--- config.mk ---
export PLATFORM = sky130hd
export DESIGN_NAME = crypto_top
export DESIGN_NICKNAME = d
export VERILOG_FILES = /design/src/crypto_pkg.sv /design/src/crypto_top.sv /design/src/xor_engine.sv /design/src/block_fifo.sv /design/src/crypto_seq.sv /design/src/crypto_regs.sv
export SDC_FILE = /design/constraint.sdc
export NUM_CORES = 1
export LEC_CHECK = 0
export CAP_MARGIN = 10
export CORE_UTILIZATION = 45
export DETAILED_ROUTE_END_ITERATION = 12
export DONT_BUFFER_PORTS = 1
export GPL_TIMING_DRIVEN = 0
export PLACE_DENSITY = 0.7
export SLEW_MARGIN = 20
export SYNTH_ARGS = -nofsm -noshare
export SYNTH_HDL_FRONTEND = slang
export SYNTH_HIERARCHICAL = 1
export SYNTH_SLANG_ARGS = --single-unit
--- constraint.sdc ---
create_clock -name crypto_clk -period 25.4 [get_ports crypto_clk]
set_clock_uncertainty 0.15 [all_clocks]
set_input_delay 7.62 -clock crypto_clk [delete_from_list [all_inputs] [get_ports crypto_clk]]
set_output_delay 7.62 -clock crypto_clk [all_outputs]
set_load 0.02 [all_outputs]
--- src/crypto_pkg.sv ---
// Shared widths, codes, register map and bus structs of the crypto shell.
// Only algorithm code 0 (XOR with the key) is implemented; every other
// code is reported as an error by the sequencer.
// Register offsets are byte addresses within a 4 KB APB window.

`default_nettype none

package crypto_pkg;

    // ----------------------------------------------
    // Widths
    // ----------------------------------------------
    localparam int data_width = 128;
    localparam int key_width  = 128;

    // ----------------------------------------------
    // Algorithm codes and sequencer states
    // ----------------------------------------------
    typedef logic [3:0] algo_t;

    localparam algo_t algo_xor = 4'd0;

    typedef enum logic [1:0] {
        op_idle  = 2'd0,
        op_run   = 2'd1,
        op_done  = 2'd2,
        op_error = 2'd3
    } op_state_t;

    // ----------------------------------------------
    // Register offsets
    // ----------------------------------------------
    localparam logic [11:0] reg_ctrl   = 12'h000;
    localparam logic [11:0] reg_status = 12'h004;
    localparam logic [11:0] reg_algo   = 12'h00C;
    localparam logic [11:0] reg_start  = 12'h014;
    localparam logic [11:0] reg_key0   = 12'h040;
    localparam logic [11:0] reg_key1   = 12'h044;
    localparam logic [11:0] reg_key2   = 12'h048;
    localparam logic [11:0] reg_key3   = 12'h04C;
    localparam logic [11:0] reg_result = 12'h100;

    // ----------------------------------------------
    // Stream and bus structs
    // ----------------------------------------------
    typedef struct packed {
        logic [data_width-1:0] data;
        logic                  last;
    } blk_t;

    typedef struct packed {
        logic [11:0] addr;
        logic [31:0] wdata;
        logic        write;
        logic        sel;
        logic        enable;
    } apb_req_t;

    typedef struct packed {
        logic [31:0] rdata;
        logic        ready;
        logic        slverr;
    } apb_rsp_t;

endpackage

`default_nettype wire
--- src/crypto_top.sv ---
// Crypto shell top level on a single clock domain.
// APB registers, dispatch sequencer, input FIFO, XOR engine, output FIFO.
// Stream transfers happen when valid and ready are both high.
// FIFO depths are set here and passed down.

`default_nettype none

module crypto_top #(
    parameter int in_depth  = 4,
    parameter int out_depth = 4
) (
    input  wire logic                 crypto_clk,
    input  wire logic                 crypto_rstn,
    input  wire crypto_pkg::apb_req_t apb_req,
    output crypto_pkg::apb_rsp_t      apb_rsp,
    input  wire crypto_pkg::blk_t     s_blk,
    input  wire logic                 s_valid,
    output logic                      s_ready,
    output crypto_pkg::blk_t          m_blk,
    output logic                      m_valid,
    input  wire logic                 m_ready,
    output logic                      crypto_intr
);

    import crypto_pkg::*;

    logic                 intr_en;
    algo_t                algo;
    logic [key_width-1:0] key;
    logic                 start;
    logic                 busy;
    logic                 done;
    logic                 error;
    logic [31:0]          result_word;

    logic                 in_push;
    logic                 in_full;
    logic                 in_pop;
    logic                 in_empty;
    blk_t                 in_blk;
    logic                 out_push;
    logic                 out_full;
    logic                 out_pop;
    logic                 out_empty;
    blk_t                 eng_blk;
    logic                 last_done;

    crypto_regs u_regs (
        .crypto_clk  (crypto_clk),
        .crypto_rstn (crypto_rstn),
        .apb_req     (apb_req),
        .apb_rsp     (apb_rsp),
        .busy        (busy),
        .done        (done),
        .error       (error),
        .result_word (result_word),
        .intr_en     (intr_en),
        .algo        (algo),
        .key         (key),
        .start       (start)
    );

    crypto_seq u_seq (
        .crypto_clk  (crypto_clk),
        .crypto_rstn (crypto_rstn),
        .start       (start),
        .algo        (algo),
        .intr_en     (intr_en),
        .s_valid     (s_valid),
        .s_ready     (s_ready),
        .s_last      (s_blk.last),
        .push        (in_push),
        .fifo_full   (in_full),
        .last_done   (last_done),
        .busy        (busy),
        .done        (done),
        .error       (error),
        .crypto_intr (crypto_intr)
    );

    block_fifo #(.depth(in_depth), .payload_t(blk_t)) in_fifo (
        .crypto_clk  (crypto_clk),
        .crypto_rstn (crypto_rstn),
        .push        (in_push),
        .wr_data     (s_blk),
        .full        (in_full),
        .pop         (in_pop),
        .rd_data     (in_blk),
        .empty       (in_empty)
    );

    xor_engine u_engine (
        .crypto_clk  (crypto_clk),
        .crypto_rstn (crypto_rstn),
        .key         (key),
        .in_blk      (in_blk),
        .in_empty    (in_empty),
        .in_pop      (in_pop),
        .out_blk     (eng_blk),
        .out_full    (out_full),
        .out_push    (out_push),
        .last_done   (last_done),
        .result_word (result_word)
    );

    block_fifo #(.depth(out_depth), .payload_t(blk_t)) out_fifo (
        .crypto_clk  (crypto_clk),
        .crypto_rstn (crypto_rstn),
        .push        (out_push),
        .wr_data     (eng_blk),
        .full        (out_full),
        .pop         (out_pop),
        .rd_data     (m_blk),
        .empty       (out_empty)
    );

    // Output stream handshake
    assign m_valid = !out_empty;
    assign out_pop = m_valid && m_ready;

endmodule

`default_nettype wire

--- src/xor_engine.sv ---
// Stand-in block engine that XORs each block with the key and keeps its last flag.
// One register stage, so a block is pushed exactly one cycle after its pop.
// Only one block is in flight at a time; this keeps the output FIFO from
// overflowing with only a full flag to go on, at half the peak throughput.

`default_nettype none

module xor_engine (
    input  wire logic                          crypto_clk,
    input  wire logic                          crypto_rstn,
    input  wire logic [crypto_pkg::key_width-1:0] key,
    input  wire crypto_pkg::blk_t              in_blk,
    input  wire logic                          in_empty,
    output logic                               in_pop,
    output crypto_pkg::blk_t                   out_blk,
    input  wire logic                          out_full,
    output logic                               out_push,
    output logic                               last_done,
    output logic [31:0]                        result_word
);

    import crypto_pkg::*;

    blk_t stage_blk;
    logic stage_valid;

    // Pop only while the stage is empty
    assign in_pop = !in_empty && !out_full && !stage_valid;

    always_ff @(posedge crypto_clk or negedge crypto_rstn) begin
        if (!crypto_rstn) begin
            stage_valid <= 1'b0;
        end else begin
            stage_valid <= in_pop;
        end
    end

    always_ff @(posedge crypto_clk) begin
        if (in_pop) begin
            stage_blk.data <= in_blk.data ^ key;
            stage_blk.last <= in_blk.last;
        end
    end

    assign out_push  = stage_valid;
    assign out_blk   = stage_blk;
    assign last_done = stage_valid && stage_blk.last;

    // Low word of the most recent output block
    always_ff @(posedge crypto_clk or negedge crypto_rstn) begin
        if (!crypto_rstn) begin
            result_word <= '0;
        end else if (out_push) begin
            result_word <= stage_blk.data[31:0];
        end
    end

    // One block in flight leaves room in the output FIFO for every push
    a_push_has_room: assert property (@(posedge crypto_clk) disable iff (!crypto_rstn)
        out_push |-> !out_full);

endmodule

`default_nettype wire

--- src/block_fifo.sv ---
// Synchronous FIFO with first-word fall-through read data.
// rd_data is valid whenever empty is low; pop consumes it.
// Pushing when full or popping when empty is illegal.
// depth need not be a power of two.

`default_nettype none

module block_fifo #(
    parameter int  depth     = 4,
    parameter type payload_t = logic
) (
    input  wire logic     crypto_clk,
    input  wire logic     crypto_rstn,
    input  wire logic     push,
    input  wire payload_t wr_data,
    output logic          full,
    input  wire logic     pop,
    output payload_t      rd_data,
    output logic          empty
);

    localparam int aw = (depth > 1) ? $clog2(depth) : 1;
    localparam int cw = $clog2(depth + 1);

    payload_t      mem [depth];
    logic [aw-1:0] wr_ptr;
    logic [aw-1:0] rd_ptr;
    logic [cw-1:0] count;

    function automatic logic [aw-1:0] next_ptr(input logic [aw-1:0] ptr);
        if (ptr == aw'(depth - 1)) begin
            return '0;
        end
        return ptr + 1'b1;
    endfunction

    always_ff @(posedge crypto_clk) begin
        if (push) begin
            mem[wr_ptr] <= wr_data;
        end
    end

    always_ff @(posedge crypto_clk or negedge crypto_rstn) begin
        if (!crypto_rstn) begin
            wr_ptr <= '0;
            rd_ptr <= '0;
            count  <= '0;
        end else begin
            if (push) begin
                wr_ptr <= next_ptr(wr_ptr);
            end
            if (pop) begin
                rd_ptr <= next_ptr(rd_ptr);
            end
            if (push && !pop) begin
                count <= count + 1'b1;
            end else if (pop && !push) begin
                count <= count - 1'b1;
            end
        end
    end

    assign rd_data = mem[rd_ptr];
    assign full    = (count == cw'(depth));
    assign empty   = (count == '0);

    a_no_overflow: assert property (@(posedge crypto_clk) disable iff (!crypto_rstn)
        push |-> !full);
    a_no_underflow: assert property (@(posedge crypto_clk) disable iff (!crypto_rstn)
        pop |-> !empty);

endmodule

`default_nettype wire

--- src/crypto_seq.sv ---
// Operation sequencer of the crypto shell.
// Only algo_xor is supported and any other code ends in op_error.
// The input stream is open only in op_run and closes once the block with
// last set has been accepted. Done and error are sticky until the next
// accepted start; a start while busy is ignored.

`default_nettype none

module crypto_seq (
    input  wire logic               crypto_clk,
    input  wire logic               crypto_rstn,
    input  wire logic               start,
    input  wire crypto_pkg::algo_t  algo,
    input  wire logic               intr_en,
    input  wire logic               s_valid,
    output logic                    s_ready,
    input  wire logic               s_last,
    output logic                    push,
    input  wire logic               fifo_full,
    input  wire logic               last_done,
    output logic                    busy,
    output logic                    done,
    output logic                    error,
    output logic                    crypto_intr
);

    import crypto_pkg::*;

    op_state_t state;
    op_state_t state_nxt;
    logic      start_ok;
    logic      last_seen;

    assign start_ok = start && (state == op_idle);

    // --------------------------------------------------
    // Dispatch FSM
    // --------------------------------------------------
    always_comb begin
        state_nxt = state;
        case (state)
            op_idle: begin
                if (start) begin
                    state_nxt = (algo == algo_xor) ? op_run : op_error;
                end
            end
            op_run: begin
                if (last_done) begin
                    state_nxt = op_done;
                end
            end
            default: begin
                state_nxt = op_idle;
            end
        endcase
    end

    always_ff @(posedge crypto_clk or negedge crypto_rstn) begin
        if (!crypto_rstn) begin
            state <= op_idle;
        end else begin
            state <= state_nxt;
        end
    end

    // Input gating
    assign s_ready = (state == op_run) && !fifo_full && !last_seen;
    assign push    = s_valid && s_ready;

    // Sticky status and end-of-stream marker
    always_ff @(posedge crypto_clk or negedge crypto_rstn) begin
        if (!crypto_rstn) begin
            last_seen <= 1'b0;
            done      <= 1'b0;
            error     <= 1'b0;
        end else if (start_ok) begin
            last_seen <= 1'b0;
            done      <= 1'b0;
            error     <= 1'b0;
        end else begin
            if (push && s_last) begin
                last_seen <= 1'b1;
            end
            if (state == op_done || state == op_error) begin
                done <= 1'b1;
            end
            if (state == op_error) begin
                error <= 1'b1;
            end
        end
    end

    assign busy        = (state != op_idle);
    assign crypto_intr = done && intr_en;

    // The engine may only finish a stream that this FSM opened
    a_last_in_run: assert property (@(posedge crypto_clk) disable iff (!crypto_rstn)
        last_done |-> state == op_run);

endmodule

`default_nettype wire

--- src/crypto_regs.sv ---
// APB register bank of the crypto shell.
// Zero wait states: ready is tied high, rdata and slverr are combinational.
// Unmapped offsets answer with slverr and read as 0.
// STATUS and RESULT are read-only; writes to them are dropped silently.
// START produces a one-cycle pulse in the cycle after the write access.

`default_nettype none

module crypto_regs (
    input  wire logic                          crypto_clk,
    input  wire logic                          crypto_rstn,
    input  wire crypto_pkg::apb_req_t          apb_req,
    output crypto_pkg::apb_rsp_t               apb_rsp,
    input  wire logic                          busy,
    input  wire logic                          done,
    input  wire logic                          error,
    input  wire logic [31:0]                   result_word,
    output logic                               intr_en,
    output crypto_pkg::algo_t                  algo,
    output logic [crypto_pkg::key_width-1:0]   key,
    output logic                               start
);

    import crypto_pkg::*;

    logic        access;
    logic        wr_en;
    logic        mapped;
    logic [31:0] rd_word;

    assign access = apb_req.sel && apb_req.enable;
    assign wr_en  = access && apb_req.write;

    // --------------------------------------------------
    // Read decode
    // --------------------------------------------------
    always_comb begin
        mapped  = 1'b1;
        rd_word = '0;
        case (apb_req.addr)
            reg_ctrl: begin
                rd_word = {31'b0, intr_en};
            end
            reg_status: begin
                rd_word = {done, error, 29'b0, busy};
            end
            reg_algo: begin
                rd_word = {28'b0, algo};
            end
            reg_start: begin
                rd_word = '0;
            end
            reg_key0: begin
                rd_word = key[31:0];
            end
            reg_key1: begin
                rd_word = key[63:32];
            end
            reg_key2: begin
                rd_word = key[95:64];
            end
            reg_key3: begin
                rd_word = key[127:96];
            end
            reg_result: begin
                rd_word = result_word;
            end
            default: begin
                mapped = 1'b0;
            end
        endcase
    end

    always_comb begin
        apb_rsp.rdata  = rd_word;
        apb_rsp.ready  = 1'b1;
        apb_rsp.slverr = access && !mapped;
    end

    // --------------------------------------------------
    // Write side
    // --------------------------------------------------
    always_ff @(posedge crypto_clk or negedge crypto_rstn) begin
        if (!crypto_rstn) begin
            intr_en <= 1'b0;
            algo    <= algo_xor;
            key     <= '0;
            start   <= 1'b0;
        end else begin
            // Self-clearing, so START always reads back as 0
            start <= wr_en && (apb_req.addr == reg_start) && apb_req.wdata[0];
            if (wr_en) begin
                case (apb_req.addr)
                    reg_ctrl: begin
                        intr_en <= apb_req.wdata[0];
                    end
                    reg_algo: begin
                        algo <= apb_req.wdata[3:0];
                    end
                    reg_key0: begin
                        key[31:0] <= apb_req.wdata;
                    end
                    reg_key1: begin
                        key[63:32] <= apb_req.wdata;
                    end
                    reg_key2: begin
                        key[95:64] <= apb_req.wdata;
                    end
                    reg_key3: begin
                        key[127:96] <= apb_req.wdata;
                    end
                    default: begin
                    end
                endcase
            end
        end
    end

endmodule

`default_nettype wire

==> impl_metrics.json <==
{
  "grt_pass1_vias": 23953,
  "p_seq_share_pct": 47.0,
  "row_count": 123,
  "swShare_pct": 29.6,
  "finalHoldViolCount": 0,
  "synth.distinct_cells": 62,
  "critPathCaptureType": "primary output",
  "relSlewSlack_pct": 30.1,
  "power.switching_mw": 2.02,
  "p_leak_nw": 20.4,
  "cts_resized": 0,
  "drt-pass1-iter-count": 5,
  "drv_slew": 0,
  "clockBufferDepth": 3,
  "die_h_um": 340,
  "syn_avg_cell_area_um2": 22.6,
  "crit_path_top_delay_cell": "nand4_1",
  "syn_inst": 2268,
  "dp.cells": 3811,
  "drive_gt1_share_pct": 26.8,
  "p_per_area_mw_per_mm2": 117,
  "instances_no_fill": 4068,
  "r2r-start": "in_fifo/count[2]$_DFFE_PN0P_",
  "rsz0062_at_grt": "no",
  "vias_per_cell": 5.70,
  "overflow": 0,
  "tns_ns": 0,
  "holdPathStages": 0,
  "startpoint_type": "input port",
  "combPwrFrac_pct": 24.1,
  "core_mm2": 0.113,
  "nFillCells": 8532,
  "cts_sinks": 1347,
  "io_pins": 346,
  "status": "completed",
  "cp_cell_sequence": "nor4_4 -> nand4_1 -> clkbuf_1 -> o22ai_1 -> a221o_1",
  "startpoint": "apb_req[44]",
  "ys_ff_latch": 1347,
  "ctsHoldBuffers": 0,
  "remaining_drc_errors": 0,
  "clk_latency_ns": 0.75,
  "area_growth_syn_to_layout_pct": 13.9,
  "ys.flop_type": "edfxtp_1",
  "grt_max_degree": 187,
  "grt_pass1_wl_um": 178000,
  "maxCapViolCount": 0,
  "htree_num_levels": 4,
  "tritoncts": "built",
  "initial_core_util_pct": 45.5,
  "synth_nets": 2462,
  "gp_congestion": 0.850,
  "ir_drop_uv": 60.0,
  "antenna_left": 0,
  "syn_area_mm2": 0.0513,
  "max_clock_freq_ghz": 0.0550,
  "antenna_found_initial": 7,
  "period_needed_ns": 18.18,
  "finalSetupViolCount": 0,
  "power.share.clock_pct": 28.9,
  "internal_power_mw": 4.82,
  "clkTransAtPathRegs_ns": 0.06,
  "ys_async_sr_fraction_pct": 13.8,
  "cts_buffers": 139,
  "fp.dieArea_mm2": 0.115,
  "drt-total-wl_um": 126000,
  "crit_required_ns": 17.63,
  "post_drt_wl_per_cell_um": 31.0,
  "fp.dieW_um": 340,
  "cp.arrival_ns": 10.41,
  "crit_path_max_incr_delay_ns": 0.88,
  "synth_edf_count": 1161,
  "hold_path_class": "flip-flop to flip-flop",
  "timing.final.crit_share_pct": 71.6,
  "vias": 23204,
  "crit_fanout": 10,
  "ctsRootBufferMaster": "clkbuf_16",
  "r2r_cells": 6,
  "post-route-util_pct": 51.8,
  "cts_setup_buffers": 0,
  "nets": 2646,
  "grt_use_total_pct": 22.0,
  "worstHoldStart": "u_engine/out_blk[36]$_DFFE_PP_",
  "drt-initial-drc-count": 2216,
  "port_buffers": 0,
  "worstMarginPinSlew_ns": 1.05,
  "final_common_cell": "edfxtp_1",
  "final_cell_mix": "edfxtp_1 (1161), mux4_2 (258), dfrtp_1 (186), clkbuf_16 (143), xor2_1 (132)",
  "hpwlAfterDp_um": 90100,
  "ys_seq_area_share_pct": 77.0,
  "worstSetupPathType": "input port to primary output",
  "synth_warnings": 6
}
-- cells in the mapped netlist, types with 3 or more instances --
master	count	area, µm²
edfxtp_1	1161	34900
mux4_2	258	5810
dfrtp_1	186	4650
xor2_1	132	1160
mux2_4	88	1320
mux2_1	68	766
nand2_1	48	180
buf_2	31	155
buf_6	29	327
mux2i_1	29	290
a221o_1	27	270
o22ai_1	26	163
mux2_2	17	191
clkbuf_1	15	56.3
buf_4	13	97.6
ha_1	12	150
nor2_1	12	45.0
inv_1	11	41.3
and2_1	10	62.6
nor3_1	10	50.1
buf_1	9	33.8
a21oi_1	8	40.0
nand3_1	5	25.0
o21ai_0	5	25.0
nand2b_1	3	18.8
nor2b_1	3	18.8
nor4_1	3	18.8
-- power groups by stage --
stage	clock network, mW	logic [mW]	registers, mW
finish	1.98	1.65	3.22
global route	2.10	1.74	3.26
CTS	2.01	1.69	3.22
detailed placement	0	1.68	3.26
global placement	0	1.58	3.36
floorplan	0	1.18	3.24
-- cell families (layout without fill, tap and decap cells) --
group	count (synthesis)	after routing	share of synthesized area, %
fa+ha+maj	14	14	0.371
xor+xnor	134	134	2.29
mux	460	460	16.3
simple gates	113	113	1.18
buf+inv	111	409	1.49
flops	1347	1347	77.0
other cells	1	3	0.00731
compound gates	88	88	1.32
-- critical path: cells and delay by family --
kind / cells / cell delay [ns]
AND/OR/NAND/NOR: 2 / 1.41
AO/OA/AOI/OAI: 2 / 0.80
buffers and inverters: 1 / 0.56
-- layout make-up --
cell class / count / area [µm²] / area share [%]
inverter: 11 / 41.3 / 0.0706
clock inverter: 67 / 682 / 1.17
timing repair buffer: 43 / 777 / 1.33
sequential: 1347 / 39500 / 67.6
antenna: 2 / 5.00 / 0.00856
multi-input combinational: 810 / 11100 / 18.9
buffer: 100 / 727 / 1.24
clock buffer: 188 / 3780 / 6.46
tap: 1500 / 1880 / 3.21
-- per-layer routing --
metal | routed length (µm) | global-route usage, % | share of wire (%) | vias up
li1 | - | - | - | 9670
met1 | 48400 | 27.9 | 38 | 12393
met2 | 62200 | 35.7 | 49 | 956
met3 | 11500 | 7.02 | 9.1 | 181
met4 | 4050 | 7.88 | 3.2 | 4
met5 | 32 | 0 | 0.025 | -
-- flip-flops by register name (all words and copies together) (netlist names) --
signal / count
in_fifo/count: 3
in_fifo/mem: 516
in_fifo/rd_ptr: 2
in_fifo/wr_ptr: 2
out_fifo/count: 3
out_fifo/mem: 516
out_fifo/rd_ptr: 2
out_fifo/wr_ptr: 2
u_engine/out_blk: 129
u_engine/out_push: 1
u_engine/result_word: 32
u_regs/algo: 4
u_regs/intr_en: 1
u_regs/key: 128
u_regs/start: 1
u_seq/done: 1
u_seq/error: 1
u_seq/last_seen: 1
u_seq/state: 2
-- per-stage QoR --
step                power (mW)  area, µm²  hold slack, ns  worst slack [ns]
floorplan                 4.43      51300           0.286              8.08
global placement          4.95      53200           0.315              3.23
detailed placement        4.95      54000           0.328              7.44
CTS                       6.92      58500           0.331              7.43
global route              7.09      58500           0.348              7.31
finish                    6.85      58500           0.326              7.22
-- path summary, 6_finish.rpt --
check | endpoint | slack (ns)
worst min-delay path | out_fifo/mem[3][36]$_DFFE_PP_ | 0.33
min in group asynchronous | u_engine/result_word[19]$_DFFE_PN0P_ | 6.43
max in group asynchronous | u_regs/key[104]$_DFFE_PN0P_ | 18.34
worst min register to register | out_fifo/mem[3][36]$_DFFE_PP_ | 0.33
worst max-delay path | apb_rsp[22] | 7.22
worst max register to register | in_fifo/mem[3][110]$_DFFE_PP_ | 22.18
Note: power is estimated with default switching activity, not from simulation.
